==> config.mk <==
export PLATFORM = sky130hd
export DESIGN_NAME = elevator_controller
export DESIGN_NICKNAME = d
export VERILOG_FILES = /design/src/verilog/elevator_pkg.sv /design/src/verilog/service_if.sv /design/src/verilog/call_if.sv /design/src/verilog/elevator_controller.sv /design/src/verilog/door_sequencer.sv /design/src/verilog/travel_director.sv /design/src/verilog/position_tracker.sv /design/src/verilog/call_registry.sv
export VERILOG_INCLUDE_DIRS = /design/src /design/src/verilog
export SDC_FILE = /design/constraint.sdc
export NUM_CORES = 1
export LEC_CHECK = 0
export BUFFER_PORTS_ARGS = -buffer_cell sky130_fd_sc_hd__buf_2
export CORE_UTILIZATION = 58
export CTS_BUF_LIST = sky130_fd_sc_hd__clkbuf_4 sky130_fd_sc_hd__clkbuf_8 sky130_fd_sc_hd__clkbuf_16
export CTS_CLUSTER_SIZE = 40
export DETAILED_ROUTE_END_ITERATION = 10
export HOLD_SLACK_MARGIN = 0.06
export PLACE_DENSITY = 0.89
export SLEW_MARGIN = 15
export SYNTH_ARGS = -nofsm -noshare
export SYNTH_HDL_FRONTEND = slang
export SYNTH_SLANG_ARGS = --single-unit
==> constraint.sdc <==
create_clock -name clock -period 2.89 [get_ports clock]
set_input_delay 0.289 -clock clock [delete_from_list [all_inputs] [get_ports clock]]
set_output_delay 0.289 -clock clock [all_outputs]
set_load 0.01 [all_outputs]
==> src/verilog/elevator_defs.svh <==
`ifndef ELEVATOR_DEFS_SVH
`define ELEVATOR_DEFS_SVH

// ------------------------------
// Shaft geometry
// ------------------------------

// Floors served by the car, numbered 0 upward
`define FLOOR_COUNT 5

// Bits needed for a floor index
`define FLOOR_W 3

// ------------------------------
// Door and display
// ------------------------------

// Clock edges the door stays fully open
`define DOOR_HOLD_CYCLES 50

`define FAULT_DISPLAY 4'hA

`endif
==> src/verilog/elevator_pkg.sv <==
package elevator_pkg;

    // Motor command; the door drive reuses it
    // with up as open and down as close
    typedef enum logic [1:0] {
        MOTOR_STOP = 2'b00,
        MOTOR_UP   = 2'b01,
        MOTOR_DOWN = 2'b10
    } motor_dir_t;

    // Door cycle at a stop
    typedef enum logic [2:0] {
        DOOR_IDLE    = 3'd0,
        DOOR_OPENING = 3'd1,
        DOOR_HOLDING = 3'd2,
        DOOR_CLOSING = 3'd3
    } door_state_t;

endpackage

==> src/verilog/service_if.sv <==
`timescale 1ns/1ps
`include "elevator_defs.svh"

interface service_if;

    // Stop request from the director, held until ready
    logic                valid;
    logic [`FLOOR_W-1:0] floor;

    // Door side; done marks the end of a door cycle
    logic                ready;
    logic                done;

    modport director (output valid, floor, input ready, done);
    modport door (input valid, floor, output ready, done);

endinterface

==> src/verilog/call_if.sv <==
`timescale 1ns/1ps
`include "elevator_defs.svh"

interface call_if;

    // Pending calls, one bit per floor
    logic [`FLOOR_COUNT-1:0] car_calls;
    logic [`FLOOR_COUNT-1:0] up_calls;
    logic [`FLOOR_COUNT-1:0] down_calls;

    // Served floor, drops every call there
    logic                    clear;
    logic [`FLOOR_W-1:0]     clear_floor;

    modport registry (output car_calls, up_calls, down_calls, input clear, clear_floor);
    modport director (input car_calls, up_calls, down_calls);
    modport door (output clear, clear_floor);

endinterface

==> src/verilog/elevator_controller.sv <==
`timescale 1ns/1ps
`include "elevator_defs.svh"

module elevator_controller import elevator_pkg::*; (
    input  logic                     clock,
    input  logic                     reset,
    input  logic [`FLOOR_COUNT-1:0]  car_button,
    input  logic [`FLOOR_COUNT-2:0]  hall_up,
    input  logic [`FLOOR_COUNT-1:1]  hall_down,
    input  logic [`FLOOR_COUNT-1:0]  floor_sensor,
    input  logic                     door_open_limit,
    input  logic                     door_closed_limit,
    input  logic                     open_button,
    input  logic                     close_button,
    input  logic                     power_ok,
    output motor_dir_t               motor,
    output motor_dir_t               door,
    output logic                     alarm,
    output logic [3:0]               display
);

    logic [`FLOOR_W-1:0]     floor;
    logic                    between;
    logic                    fault;
    logic                    enable;
    logic [`FLOOR_COUNT-1:0] car_request;

    call_if    calls ();
    service_if service ();

    // Open button at rest asks for a stop at the current floor
    always_comb begin
        car_request = car_button;
        if (open_button && motor == MOTOR_STOP && !between) begin
            car_request[floor] = 1'b1;
        end
    end

    call_registry u_calls (
        .clock, .reset, .car_button(car_request), .hall_up, .hall_down, .calls(calls.registry)
    );

    position_tracker u_position (
        .clock, .reset, .floor_sensor, .motor, .floor, .between, .fault
    );

    travel_director u_director (
        .clock, .reset, .enable, .floor, .between,
        .calls(calls.director), .service(service.director), .motor
    );

    door_sequencer u_door (
        .clock, .reset, .enable, .open_button, .close_button, .door_open_limit,
        .door_closed_limit, .service(service.door), .calls(calls.door), .door
    );

    // ------------------------------
    // Alarm and display
    // ------------------------------

    always_ff @(posedge clock or posedge reset) begin
        if (reset) alarm <= 1'b0;
        else if (fault) alarm <= 1'b1;
    end

    // Power loss halts the car without raising the alarm
    assign enable  = power_ok && !alarm && !fault;
    assign display = enable ? 4'(floor) : `FAULT_DISPLAY;

endmodule

==> src/verilog/door_sequencer.sv <==
`timescale 1ns/1ps
`include "elevator_defs.svh"

module door_sequencer import elevator_pkg::*; (
    input  logic        clock,
    input  logic        reset,
    input  logic        enable,
    input  logic        open_button,
    input  logic        close_button,
    input  logic        door_open_limit,
    input  logic        door_closed_limit,
    service_if.door     service,
    call_if.door        calls,
    output motor_dir_t  door
);

    localparam int HOLD_W = $clog2(`DOOR_HOLD_CYCLES + 1);
    localparam logic [HOLD_W-1:0] HOLD_LAST = `DOOR_HOLD_CYCLES - 1;

    door_state_t         state;
    logic [HOLD_W-1:0]   hold_count;
    logic [`FLOOR_W-1:0] stop_floor;

    assign service.ready = (state == DOOR_IDLE) && enable;

    // End of a cycle: the closed limit reached while closing
    assign service.done     = (state == DOOR_CLOSING) && door_closed_limit && enable;
    assign calls.clear      = service.done;
    assign calls.clear_floor = stop_floor;

    always_ff @(posedge clock) begin
        if (service.valid && service.ready) stop_floor <= service.floor;
    end

    always_ff @(posedge clock or posedge reset) begin
        if (reset) begin
            state      <= DOOR_IDLE;
            door       <= MOTOR_STOP;
            hold_count <= '0;
        end else if (!enable) begin
            // Shut the door and stay shut
            hold_count <= '0;
            if (door_closed_limit) begin
                state <= DOOR_IDLE;
                door  <= MOTOR_STOP;
            end else begin
                state <= DOOR_CLOSING;
                door  <= MOTOR_DOWN;
            end
        end else begin
            case (state)
                DOOR_IDLE: begin
                    door <= MOTOR_STOP;
                    if (service.valid) begin
                        state <= DOOR_OPENING;
                        door  <= MOTOR_UP;
                    end
                end
                DOOR_OPENING: begin
                    if (door_open_limit) begin
                        state      <= DOOR_HOLDING;
                        door       <= MOTOR_STOP;
                        hold_count <= '0;
                    end
                end
                DOOR_HOLDING: begin
                    if (close_button || hold_count == HOLD_LAST) begin
                        state <= DOOR_CLOSING;
                        door  <= MOTOR_DOWN;
                    end else if (open_button) begin
                        hold_count <= '0;
                    end else begin
                        hold_count <= hold_count + 1'b1;
                    end
                end
                DOOR_CLOSING: begin
                    if (open_button) begin
                        state <= DOOR_OPENING;
                        door  <= MOTOR_UP;
                    end else if (door_closed_limit) begin
                        state <= DOOR_IDLE;
                        door  <= MOTOR_STOP;
                    end
                end
                default: begin
                    state <= DOOR_IDLE;
                    door  <= MOTOR_STOP;
                end
            endcase
        end
    end

    // Done lasts a single cycle per door cycle
    a_done_pulse: assert property (@(posedge clock) disable iff (reset)
        service.done |=> !service.done)
        else $error("done held longer than one cycle");

endmodule

==> src/verilog/travel_director.sv <==
`timescale 1ns/1ps
`include "elevator_defs.svh"

module travel_director import elevator_pkg::*; (
    input  logic                 clock,
    input  logic                 reset,
    input  logic                 enable,
    input  logic [`FLOOR_W-1:0]  floor,
    input  logic                 between,
    call_if.director             calls,
    service_if.director          service,
    output motor_dir_t           motor
);

    localparam logic [`FLOOR_W-1:0] TOP_FLOOR = `FLOOR_COUNT - 1;

    logic [`FLOOR_COUNT-1:0] pending;
    logic                    above;
    logic                    below;
    logic                    go_up;
    logic                    go_down;
    logic                    serving;
    motor_dir_t              dir;

    assign pending = calls.car_calls | calls.up_calls | calls.down_calls;

    always_comb begin
        above = 1'b0;
        below = 1'b0;
        for (int i = 0; i < `FLOOR_COUNT; i++) begin
            if (pending[i] && i > floor) above = 1'b1;
            if (pending[i] && i < floor) below = 1'b1;
        end
    end

    // Collective rule: keep going while a call lies ahead
    assign go_up   = above && (dir != MOTOR_DOWN || !below);
    assign go_down = below && !go_up;

    assign service.floor = floor;

    always_ff @(posedge clock or posedge reset) begin
        if (reset) begin
            motor         <= MOTOR_STOP;
            dir           <= MOTOR_STOP;
            service.valid <= 1'b0;
            serving       <= 1'b0;
        end else if (!enable) begin
            motor         <= MOTOR_STOP;
            service.valid <= 1'b0;
            serving       <= 1'b0;
        end else if (serving) begin
            motor <= MOTOR_STOP;
            if (service.done) serving <= 1'b0;
        end else if (service.valid) begin
            motor <= MOTOR_STOP;
            if (service.ready) begin
                service.valid <= 1'b0;
                serving       <= 1'b1;
            end
        end else if (between) begin
            motor <= dir;
        end else if (pending[floor]) begin
            motor         <= MOTOR_STOP;
            service.valid <= 1'b1;
        end else if (go_up) begin
            motor <= MOTOR_UP;
            dir   <= MOTOR_UP;
        end else if (go_down) begin
            motor <= MOTOR_DOWN;
            dir   <= MOTOR_DOWN;
        end else begin
            motor <= MOTOR_STOP;
            dir   <= MOTOR_STOP;
        end
    end

    // ------------------------------
    // Checks
    // ------------------------------

    a_top_limit: assert property (@(posedge clock) disable iff (reset)
        (floor == TOP_FLOOR && !between) |=> motor != MOTOR_UP)
        else $error("motor up at the top floor");

    a_bottom_limit: assert property (@(posedge clock) disable iff (reset)
        (floor == '0 && !between) |=> motor != MOTOR_DOWN)
        else $error("motor down at floor 1");

    // A stop request stays up until the door takes it
    a_valid_held: assert property (@(posedge clock) disable iff (reset)
        (service.valid && !service.ready && enable) |=> service.valid)
        else $error("stop request dropped before the door took it");

endmodule

==> src/verilog/position_tracker.sv <==
`timescale 1ns/1ps
`include "elevator_defs.svh"

module position_tracker import elevator_pkg::*; (
    input  logic                     clock,
    input  logic                     reset,
    input  logic [`FLOOR_COUNT-1:0]  floor_sensor,
    input  motor_dir_t               motor,
    output logic [`FLOOR_W-1:0]      floor,
    output logic                     between,
    output logic                     fault
);

    logic [`FLOOR_W-1:0] hot_count;
    logic [`FLOOR_W-1:0] hot_index;
    logic                step_ok;

    always_comb begin
        hot_count = '0;
        hot_index = '0;
        for (int i = 0; i < `FLOOR_COUNT; i++) begin
            if (floor_sensor[i]) begin
                hot_count = hot_count + 1'b1;
                hot_index = i[`FLOOR_W-1:0];
            end
        end
    end

    // A moving car can only reach the floor next to the one it left
    assign step_ok = (motor == MOTOR_STOP) || (hot_index == floor) ||
                     (hot_index == floor + 1'b1) || (hot_index == floor - 1'b1);

    always_ff @(posedge clock or posedge reset) begin
        if (reset) begin
            floor   <= '0;
            between <= 1'b0;
            fault   <= 1'b0;
        end else if (hot_count == '0) begin
            between <= 1'b1;
            fault   <= 1'b0;
        end else if (hot_count == 1) begin
            floor   <= hot_index;
            between <= 1'b0;
            fault   <= !step_ok;
        end else begin
            // Several sensors lit at once
            fault   <= 1'b1;
        end
    end

    a_floor_range: assert property (
        @(posedge clock) disable iff (reset)
        floor < `FLOOR_COUNT
    ) else $error("floor index out of range");

endmodule

==> src/verilog/call_registry.sv <==
`timescale 1ns/1ps
`include "elevator_defs.svh"

module call_registry (
    input  logic                     clock,
    input  logic                     reset,
    input  logic [`FLOOR_COUNT-1:0]  car_button,
    input  logic [`FLOOR_COUNT-2:0]  hall_up,
    input  logic [`FLOOR_COUNT-1:1]  hall_down,
    call_if.registry                 calls
);

    logic [`FLOOR_COUNT-1:0] served;
    logic [`FLOOR_COUNT-1:0] up_press;
    logic [`FLOOR_COUNT-1:0] down_press;

    // No up button on the top floor and no down button on floor 1
    assign up_press   = {1'b0, hall_up};
    assign down_press = {hall_down, 1'b0};

    always_comb begin
        served = '0;
        if (calls.clear) begin
            served[calls.clear_floor] = 1'b1;
        end
    end

    // ------------------------------
    // Call flags
    // ------------------------------

    // A press in the clear cycle loses to the clear
    always_ff @(posedge clock or posedge reset) begin
        if (reset) begin
            calls.car_calls  <= '0;
            calls.up_calls   <= '0;
            calls.down_calls <= '0;
        end else begin
            calls.car_calls  <= (calls.car_calls | car_button) & ~served;
            calls.up_calls   <= (calls.up_calls | up_press) & ~served;
            calls.down_calls <= (calls.down_calls | down_press) & ~served;
        end
    end

    a_no_edge_calls: assert property (
        @(posedge clock) disable iff (reset)
        !calls.up_calls[`FLOOR_COUNT-1] && !calls.down_calls[0]
    ) else $error("call flag set for a missing hall button");

endmodule

==> results.sh, run 1 <==
export IMPL_cts_tree="yes"
export IMPL_maxCapViolations=0
export IMPL_cts_max_path_buffers=2
export IMPL_ys_ff_latch=40
export IMPL_grt_max_degree=21
export IMPL_timing_fmax_ghz=0.3802
export IMPL_reg2reg_setup_slack_ns=0.68
export IMPL_crit_path_max_incr_delay_ns=0.34
export IMPL_grt_pass1_vias=1960
export IMPL_crit_type="in2reg"
export IMPL_post_cts_setup_buffers=0
export IMPL_firstDrtPassIters=4
export IMPL_peakVddDrop_mv=0.3028
export IMPL_layoutNonFillerInstCount=348
export IMPL_syn_to_final_growth_pct=13.92
export IMPL_timing_critical_path_arrival_ns=2.80
export IMPL_setup_tns_ns=0
export IMPL_insertion_delay_ns=0.29
export IMPL_synthTopCellsByCount="37 x dfrtp_1, 34 x nor2_1, 15 x ha_1, 15 x inv_1"
export IMPL_core_area_sq_um=4086
export IMPL_synth_top_area_share_pct=36.78
export IMPL_die_area_sq_um=4608
export IMPL_avgViaCountPerCell=5.937
export IMPL_clock_sinks=40
export IMPL_max_slew_margin_pct=50.68
export IMPL_period_minus_slack_ns=2.630
export IMPL_status="finished clean"
export IMPL_synth_cells=256
export IMPL_first_iter_violations=161
export IMPL_yosys_warnings=0
export IMPL_fillCellCount=305
export IMPL_slew_viol_final=0
export IMPL_cts_buffers=5
export IMPL_end_kind="register"
export IMPL_tightest_slew_ns=0.7341
export IMPL_path_clk_slew_ns=0.08
export IMPL_place_inst=340
export IMPL_grt_overflow=0
export IMPL_vias=2066
export IMPL_crit_family="adder cells"
export IMPL_postSynthAreaPerCell_sq_um=9.834
export IMPL_yosys_area_top_type="dfrtp_1"
export IMPL_cp_common_cell="ha_1"
export IMPL_power_total_w=0.001705
export IMPL_synth_area_sq_um=2517
export IMPL_synth_cell_types=70
export IMPL_path_max_fanout=3
export IMPL_async_flop_share_pct=92.50
export IMPL_io_pin_count=34
export IMPL_die_h_um=67.88
export IMPL_multi_input_area_sq_um=1384
export IMPL_period_share_pct=91.00
export IMPL_finalWorstSetupSlack_ns=0.2601
export IMPL_synth_edf_count=3
export IMPL_nNetsFinal=337
export IMPL_dp_final_hpwl_mm=4.010
export IMPL_die_w_um=67.88
export IMPL_r2r_end="u_position.fault"
export IMPL_power_density_nw_per_um2=594.6
export IMPL_detail_route_antenna_nets=0
export IMPL_start_util_pct=61.60
export IMPL_yosysSeqAreaShare_pct=40.36
export IMPL_reg2reg_depth=7
export IMPL_critPathBufInv=2
export IMPL_start_kind="primary input"
export IMPL_path_cells="buf_2 > inv_1 > ha_1 > xor2_2 > ha_1 > mux2_2 > ha_1 > nand2_1 > xor2_2 > nand4_1 > o32ai_2 > nand2_2 > mux2_1"
export IMPL_hold_viol=0
export IMPL_io_buffers=33
export IMPL_power_leakage_nw=1.214
export IMPL_antenna_found_initial=0
export IMPL_wl_mm=5.343
export IMPL_ctsHtreeMaxLevel=2
export IMPL_pre_cts_ws_ns=-0.01081
export IMPL_ys_dominant_reg_cell="dfrtp_1"
export IMPL_routedWlPerCell_um=15.35
export IMPL_clock_skew_ns=0.004819
export IMPL_ff_latch_area_sq_um=1016
export IMPL_synth_most_common_cell="dfrtp_1"
export IMPL_regToRegStartpoint="u_position.floor[0]"
export IMPL_root_buffer="clkbuf_8"
export IMPL_syn_nets=296
export IMPL_rsz0062_at_grt="false"
export IMPL_grt_pass1_wl_mm=8.528
export IMPL_antennaDiodeCount=0
export IMPL_drive_above_1_share_pct=23.15
export IMPL_yosys_top_cells_area="dfrtp_1 37%, ha_1 7.5%, nor2_1 5.1%"
export IMPL_crit_slowest_cell="mux2_1"
export IMPL_required_ns=3.06
export IMPL_grt_usage_pct=24.91
export IMPL_cts_hold_buffers=0
export IMPL_min_path_type="in2async"
export IMPL_finalSetupViolations=0
export IMPL_drc_errors=0
export IMPL_gp_congestion=0.8485
export IMPL_cts_resized=0
export IMPL_rows=23
## cells by family (layout without fill, tap and decap cells)
logic type | after synthesis | in the layout | share of synthesized area (%)
adders and majority gates | 15 | 15 | 7.455
AOI/OAI and AO/OA | 63 | 63 | 18.64
DFF | 40 | 40 | 40.36
and+or+nand+nor | 99 | 99 | 21.32
muxes | 8 | 8 | 3.578
buffers and inverters | 23 | 65 | 4.671
xor gates and xnor gates | 8 | 8 | 3.977
## sequential cells by signal, summed over array words and instances, names as in the netlist
| register | count |
|---|---|
| u_door.hold_count | 6 |
| u_calls.calls.car_calls | 5 |
| u_calls.calls.down_calls | 5 |
| u_calls.calls.up_calls | 5 |
| u_door.calls.clear_floor | 3 |
| u_position.floor | 3 |
| u_director.dir | 2 |
| u_director.motor | 2 |
| u_door.door | 2 |
| u_door.state | 2 |
| alarm | 1 |
| u_director.service.valid | 1 |
| u_director.serving | 1 |
| u_position.between | 1 |
| u_position.fault | 1 |
## worst max-delay path by stage
stage,start,to,slack (ns),cells past startpoint
floorplan,floor_sensor[0],u_position.floor[0],0.14,12
global placement,floor_sensor[0],u_position.floor[1],0.07,13
detailed placement,floor_sensor[0],u_position.floor[0],-0.01,13
CTS,floor_sensor[0],u_position.floor[0],0.27,13
global route,floor_sensor[0],u_position.floor[0],0.09,13
finish,floor_sensor[0],u_position.floor[0],0.26,13
## metrics by stage
stage               hold slack [ns]  instance area [sq um]  utilization (%)
floorplan                    0.4140                   2517                -
global placement             0.4274                   2751            67.33
detailed placement           0.4330                   2751            67.33
CTS                          0.1212                   2868            70.18
global route                 0.1691                   2868            70.18
finish                       0.1022                   2868            70.18
## metal layers
| layer | share of wire [%] | track usage (%) | vias up |
|---|---|---|---|
| met2 | 46 | 40.22 | 62 |
| met1 | 47 | 32.98 | 979 |
| li1 | - | - | 1017 |
| met3 | 5.6 | 5.667 | 8 |
| met5 | 0 | 0 | - |
| met4 | 1.2 | 8.073 | 0 |
## cell usage in the layout, fill, tap and decap left out, drive strengths merged, types with 3 or more instances in the layout
cell type  instances
nand2             14
nor2b              3
o21ai             13
nor4               4
nand3              5
nor3               8
nand2b             4
mux2i              3
xnor2              4
o21a               4
clkbuf             6
and2               4
xor2               4
a21oi             10
edfxtp             3
nor3b              4
nor2              36
buf               42
nor4b              3
ha                15
a311oi             5
mux2               5
dfrtp             37
o31ai              4
or2                3
inv               15
## report_power, final
| part | internal, W | total (W) | switching [W] | leakage [nW] |
|---|---|---|---|---|
| clock network | 0.000278 | 0.000466 | 0.000188 | 0.0588 |
| registers | 0.000603 | 0.000645 | 0.0000416 | 0.446 |
| logic | 0.000266 | 0.000595 | 0.000328 | 0.709 |
| total | 0.00115 | 0.00171 | 0.000558 | 1.21 |
## area by class of cell
type                       instances  share of cell area, %
tap                               50                  2.182
sequential                        40                  35.43
clock inverter                     2                  1.178
inverter                          15                  1.963
multi-input combinational        193                  48.25
clock buffer                       6                  2.880
timing repair buffer              42                  8.115
Power figures use the tool's default switching activity.
==> run 2: changes to the inputs <==
--- a/config.mk
+++ b/config.mk
@@ -6,6 +6,7 @@
 export SDC_FILE = /design/constraint.sdc
 export NUM_CORES = 1
 export LEC_CHECK = 0
+export ABC_AREA = 1
 export BUFFER_PORTS_ARGS = -buffer_cell sky130_fd_sc_hd__buf_2
 export CORE_UTILIZATION = 58
 export CTS_BUF_LIST = sky130_fd_sc_hd__clkbuf_4 sky130_fd_sc_hd__clkbuf_8 sky130_fd_sc_hd__clkbuf_16
==> run 2 against run 1 <==
  * Clock-buffer cell count unchanged
  * Wire length increased by 4.1%
  * Sequential share of layout area is 2.1 points lower
  * Worst hold slack lost 0.016 ns
  * Via count is 18% higher
  * Worst setup slack better by 0.37 ns
  * Sequential cell count stayed put
  * Clock skew down 0.0011 ns
  * Highest routed layer unchanged
==> results.sh, run 2 <==
export IMPL_path_max_fanout=3
export IMPL_multi_input_area_sq_um=1443
export IMPL_rows=24
export IMPL_detail_route_antenna_nets=0
export IMPL_maxCapViolations=0
export IMPL_grt_max_degree=38
export IMPL_largest_register="u_door.hold_count"
export IMPL_crit_family="adder cells"
export IMPL_required_ns=3.07
export IMPL_root_buffer="clkbuf_8"
export IMPL_finalSetupViolations=0
export IMPL_period_minus_slack_ns=2.260
export IMPL_holdWs_ns=0.08597
export IMPL_synth_edf_count=3
export IMPL_status="finished clean"
export IMPL_synthTopCellsByCount="106 x nand2_1, 47 x inv_1, 47 x nor2_1"
export IMPL_firstDrtPassIters=6
export IMPL_path_clk_slew_ns=0.08
export IMPL_timing_fmax_ghz=0.4424
export IMPL_max_slew_margin_pct=62.33
export IMPL_largest_reg_flops=6
export IMPL_drc_errors=0
export IMPL_ys_ff_latch=40
export IMPL_cts_max_path_buffers=2
export IMPL_pre_cts_ws_ns=0.3193
export IMPL_grt_usage_pct=24.76
export IMPL_nNetsFinal=458
export IMPL_gp_congestion=0.8922
export IMPL_dp_final_hpwl_mm=4.284
export IMPL_r2r_end="u_position.fault"
export IMPL_avgViaCountPerCell=5.180
export IMPL_utilization_pct=68.04
export IMPL_synth_top_area_share_pct=33.61
export IMPL_grt_pass1_wl_mm=9.894
export IMPL_cts_hold_buffers=0
export IMPL_antennaDiodeCount=0
export IMPL_grt_pass1_vias=2387
export IMPL_yosys_area_top_type="dfrtp_1"
export IMPL_yosys_warnings=0
export IMPL_synth_cell_types=33
export IMPL_period_share_pct=78.22
export IMPL_yosys_top_cells_area="dfrtp_1 34%, nand2_1 14%, ha_1 6.8%"
export IMPL_critPathBufInv=6
export IMPL_die_w_um=70.92
export IMPL_finalWorstSetupSlack_ns=0.6296
export IMPL_crit_type="in2reg"
export IMPL_power_density_nw_per_um2=543.7
export IMPL_crit_path_max_incr_delay_ns=0.30
export IMPL_yosysSeqAreaShare_pct=36.88
export IMPL_post_cts_setup_buffers=0
export IMPL_core_area_sq_um=4474
export IMPL_antenna_found_initial=0
export IMPL_async_flop_share_pct=92.50
export IMPL_start_util_pct=61.58
export IMPL_rsz0062_at_grt="false"
export IMPL_hold_viol=0
export IMPL_syn_nets=423
export IMPL_tightest_slew_ns=0.5636
export IMPL_path_cells="buf_2 > inv_1 > ha_1 > inv_1 > nand2_1 > nand2_1 > inv_1 > ha_1 > nand2_1 > and2_1 > inv_1 > ha_1 > nor2_2 > inv_2 > nand2_1 > nand3_1 > nor2_2 > o21bai_1"
export IMPL_ff_latch_area_sq_um=1016
export IMPL_routedWlPerCell_um=11.80
export IMPL_layoutNonFillerInstCount=471
export IMPL_grt_overflow=0
export IMPL_io_pin_count=34
export IMPL_start_kind="primary input"
export IMPL_insertion_delay_ns=0.29
export IMPL_setup_tns_ns=0
export IMPL_cts_resized=0
export IMPL_reg2reg_setup_slack_ns=0.94
export IMPL_layout_commonest_cell="nand2_1"
export IMPL_peakVddDrop_mv=0.3188
export IMPL_regToRegStartpoint="u_position.floor[1]"
export IMPL_drive_above_1_share_pct=20.53
export IMPL_postSynthAreaPerCell_sq_um=7.194
export IMPL_min_path_type="in2async"
export IMPL_synth_cells=383
export IMPL_wl_mm=5.560
export IMPL_cts_tree="yes"
export IMPL_power_leakage_nw=1.625
export IMPL_synth_most_common_cell="nand2_1"
export IMPL_clock_skew_ns=0.003718
export IMPL_die_area_sq_um=5030
export IMPL_final_cell_mix="106 x nand2_1, 47 x nor2_1, 47 x inv_1, 37 x dfrtp_1, 36 x nand3_1"
export IMPL_syn_to_final_growth_pct=10.49
export IMPL_ctsHtreeMaxLevel=2
export IMPL_clock_sinks=40
export IMPL_end_kind="register"
export IMPL_slew_viol_final=0
export IMPL_fillCellCount=392
export IMPL_cts_buffers=5
export IMPL_die_h_um=70.92
export IMPL_first_iter_violations=92
export IMPL_place_inst=463
export IMPL_timing_critical_path_arrival_ns=2.44
export IMPL_ys_dominant_reg_cell="dfrtp_1"
export IMPL_crit_slowest_cell="ha_1"
export IMPL_vias=2440
export IMPL_synth_area_sq_um=2755
export IMPL_io_buffers=33
export IMPL_reg2reg_depth=10
run 2: tightest hold or removal path, delay by kind of cell:
kind | cells | cell delay, ns
buffers and inverters | 3 | 0.52
run 2: kinds of logic after synthesis:
group           count (synthesis)  share of synthesized area [%]
compound gates                 24                          5.450
fa+ha+maj                      15                          6.812
buf+inv                        69                          10.76
flops                          40                          36.88
xor+xnor                        4                          1.272
simple gates                  231                          38.83
run 2: cell type report:
cell class | count | share of cell area, %
Clock inverter | 2 | 1.151
Multi-Input combinational cell | 274 | 47.39
Clock buffer | 6 | 2.507
Timing Repair Buffer | 34 | 5.672
Tap cell | 52 | 2.137
Sequential cell | 40 | 33.37
Inverter | 63 | 7.768
run 2: layer usage:
layer | part of all wire, % | global-route usage, %
met2 | 50 | 44.76
met4 | 0.88 | 8.000
met1 | 45 | 30.06
met5 | 0 | 0
met3 | 3.4 | 4.131
run 2: worst max path at each step:
stage	cells after the start	endpoint	startpoint	slack [ns]
2_1_floorplan	17	u_position.fault	floor_sensor[0]	0.62
3_3_place_gp	18	u_position.fault	floor_sensor[0]	0.45
3_5_place_dp	18	u_position.between	floor_sensor[1]	0.32
4_1_cts	18	u_position.between	floor_sensor[1]	0.63
5_1_grt	20	u_position.floor[0]	floor_sensor[1]	0.38
6_report	18	u_position.between	floor_sensor[1]	0.63
run 2: per-stage QoR:
step | total power (W) | area, sq um
floorplan | 0.001112 | 2755
global placement | 0.001173 | 2933
detailed placement | 0.001193 | 2933
CTS | 0.001652 | 3044
global route | 0.001758 | 3044
finish | 0.001655 | 3044
run 2: power by group:
group | leakage (nW) | switching [W] | internal (W)
sequential | 0.444 | 0.0000724 | 0.000599
clock | 0.0586 | 0.000198 | 0.000266
combinational | 1.12 | 0.000324 | 0.000195
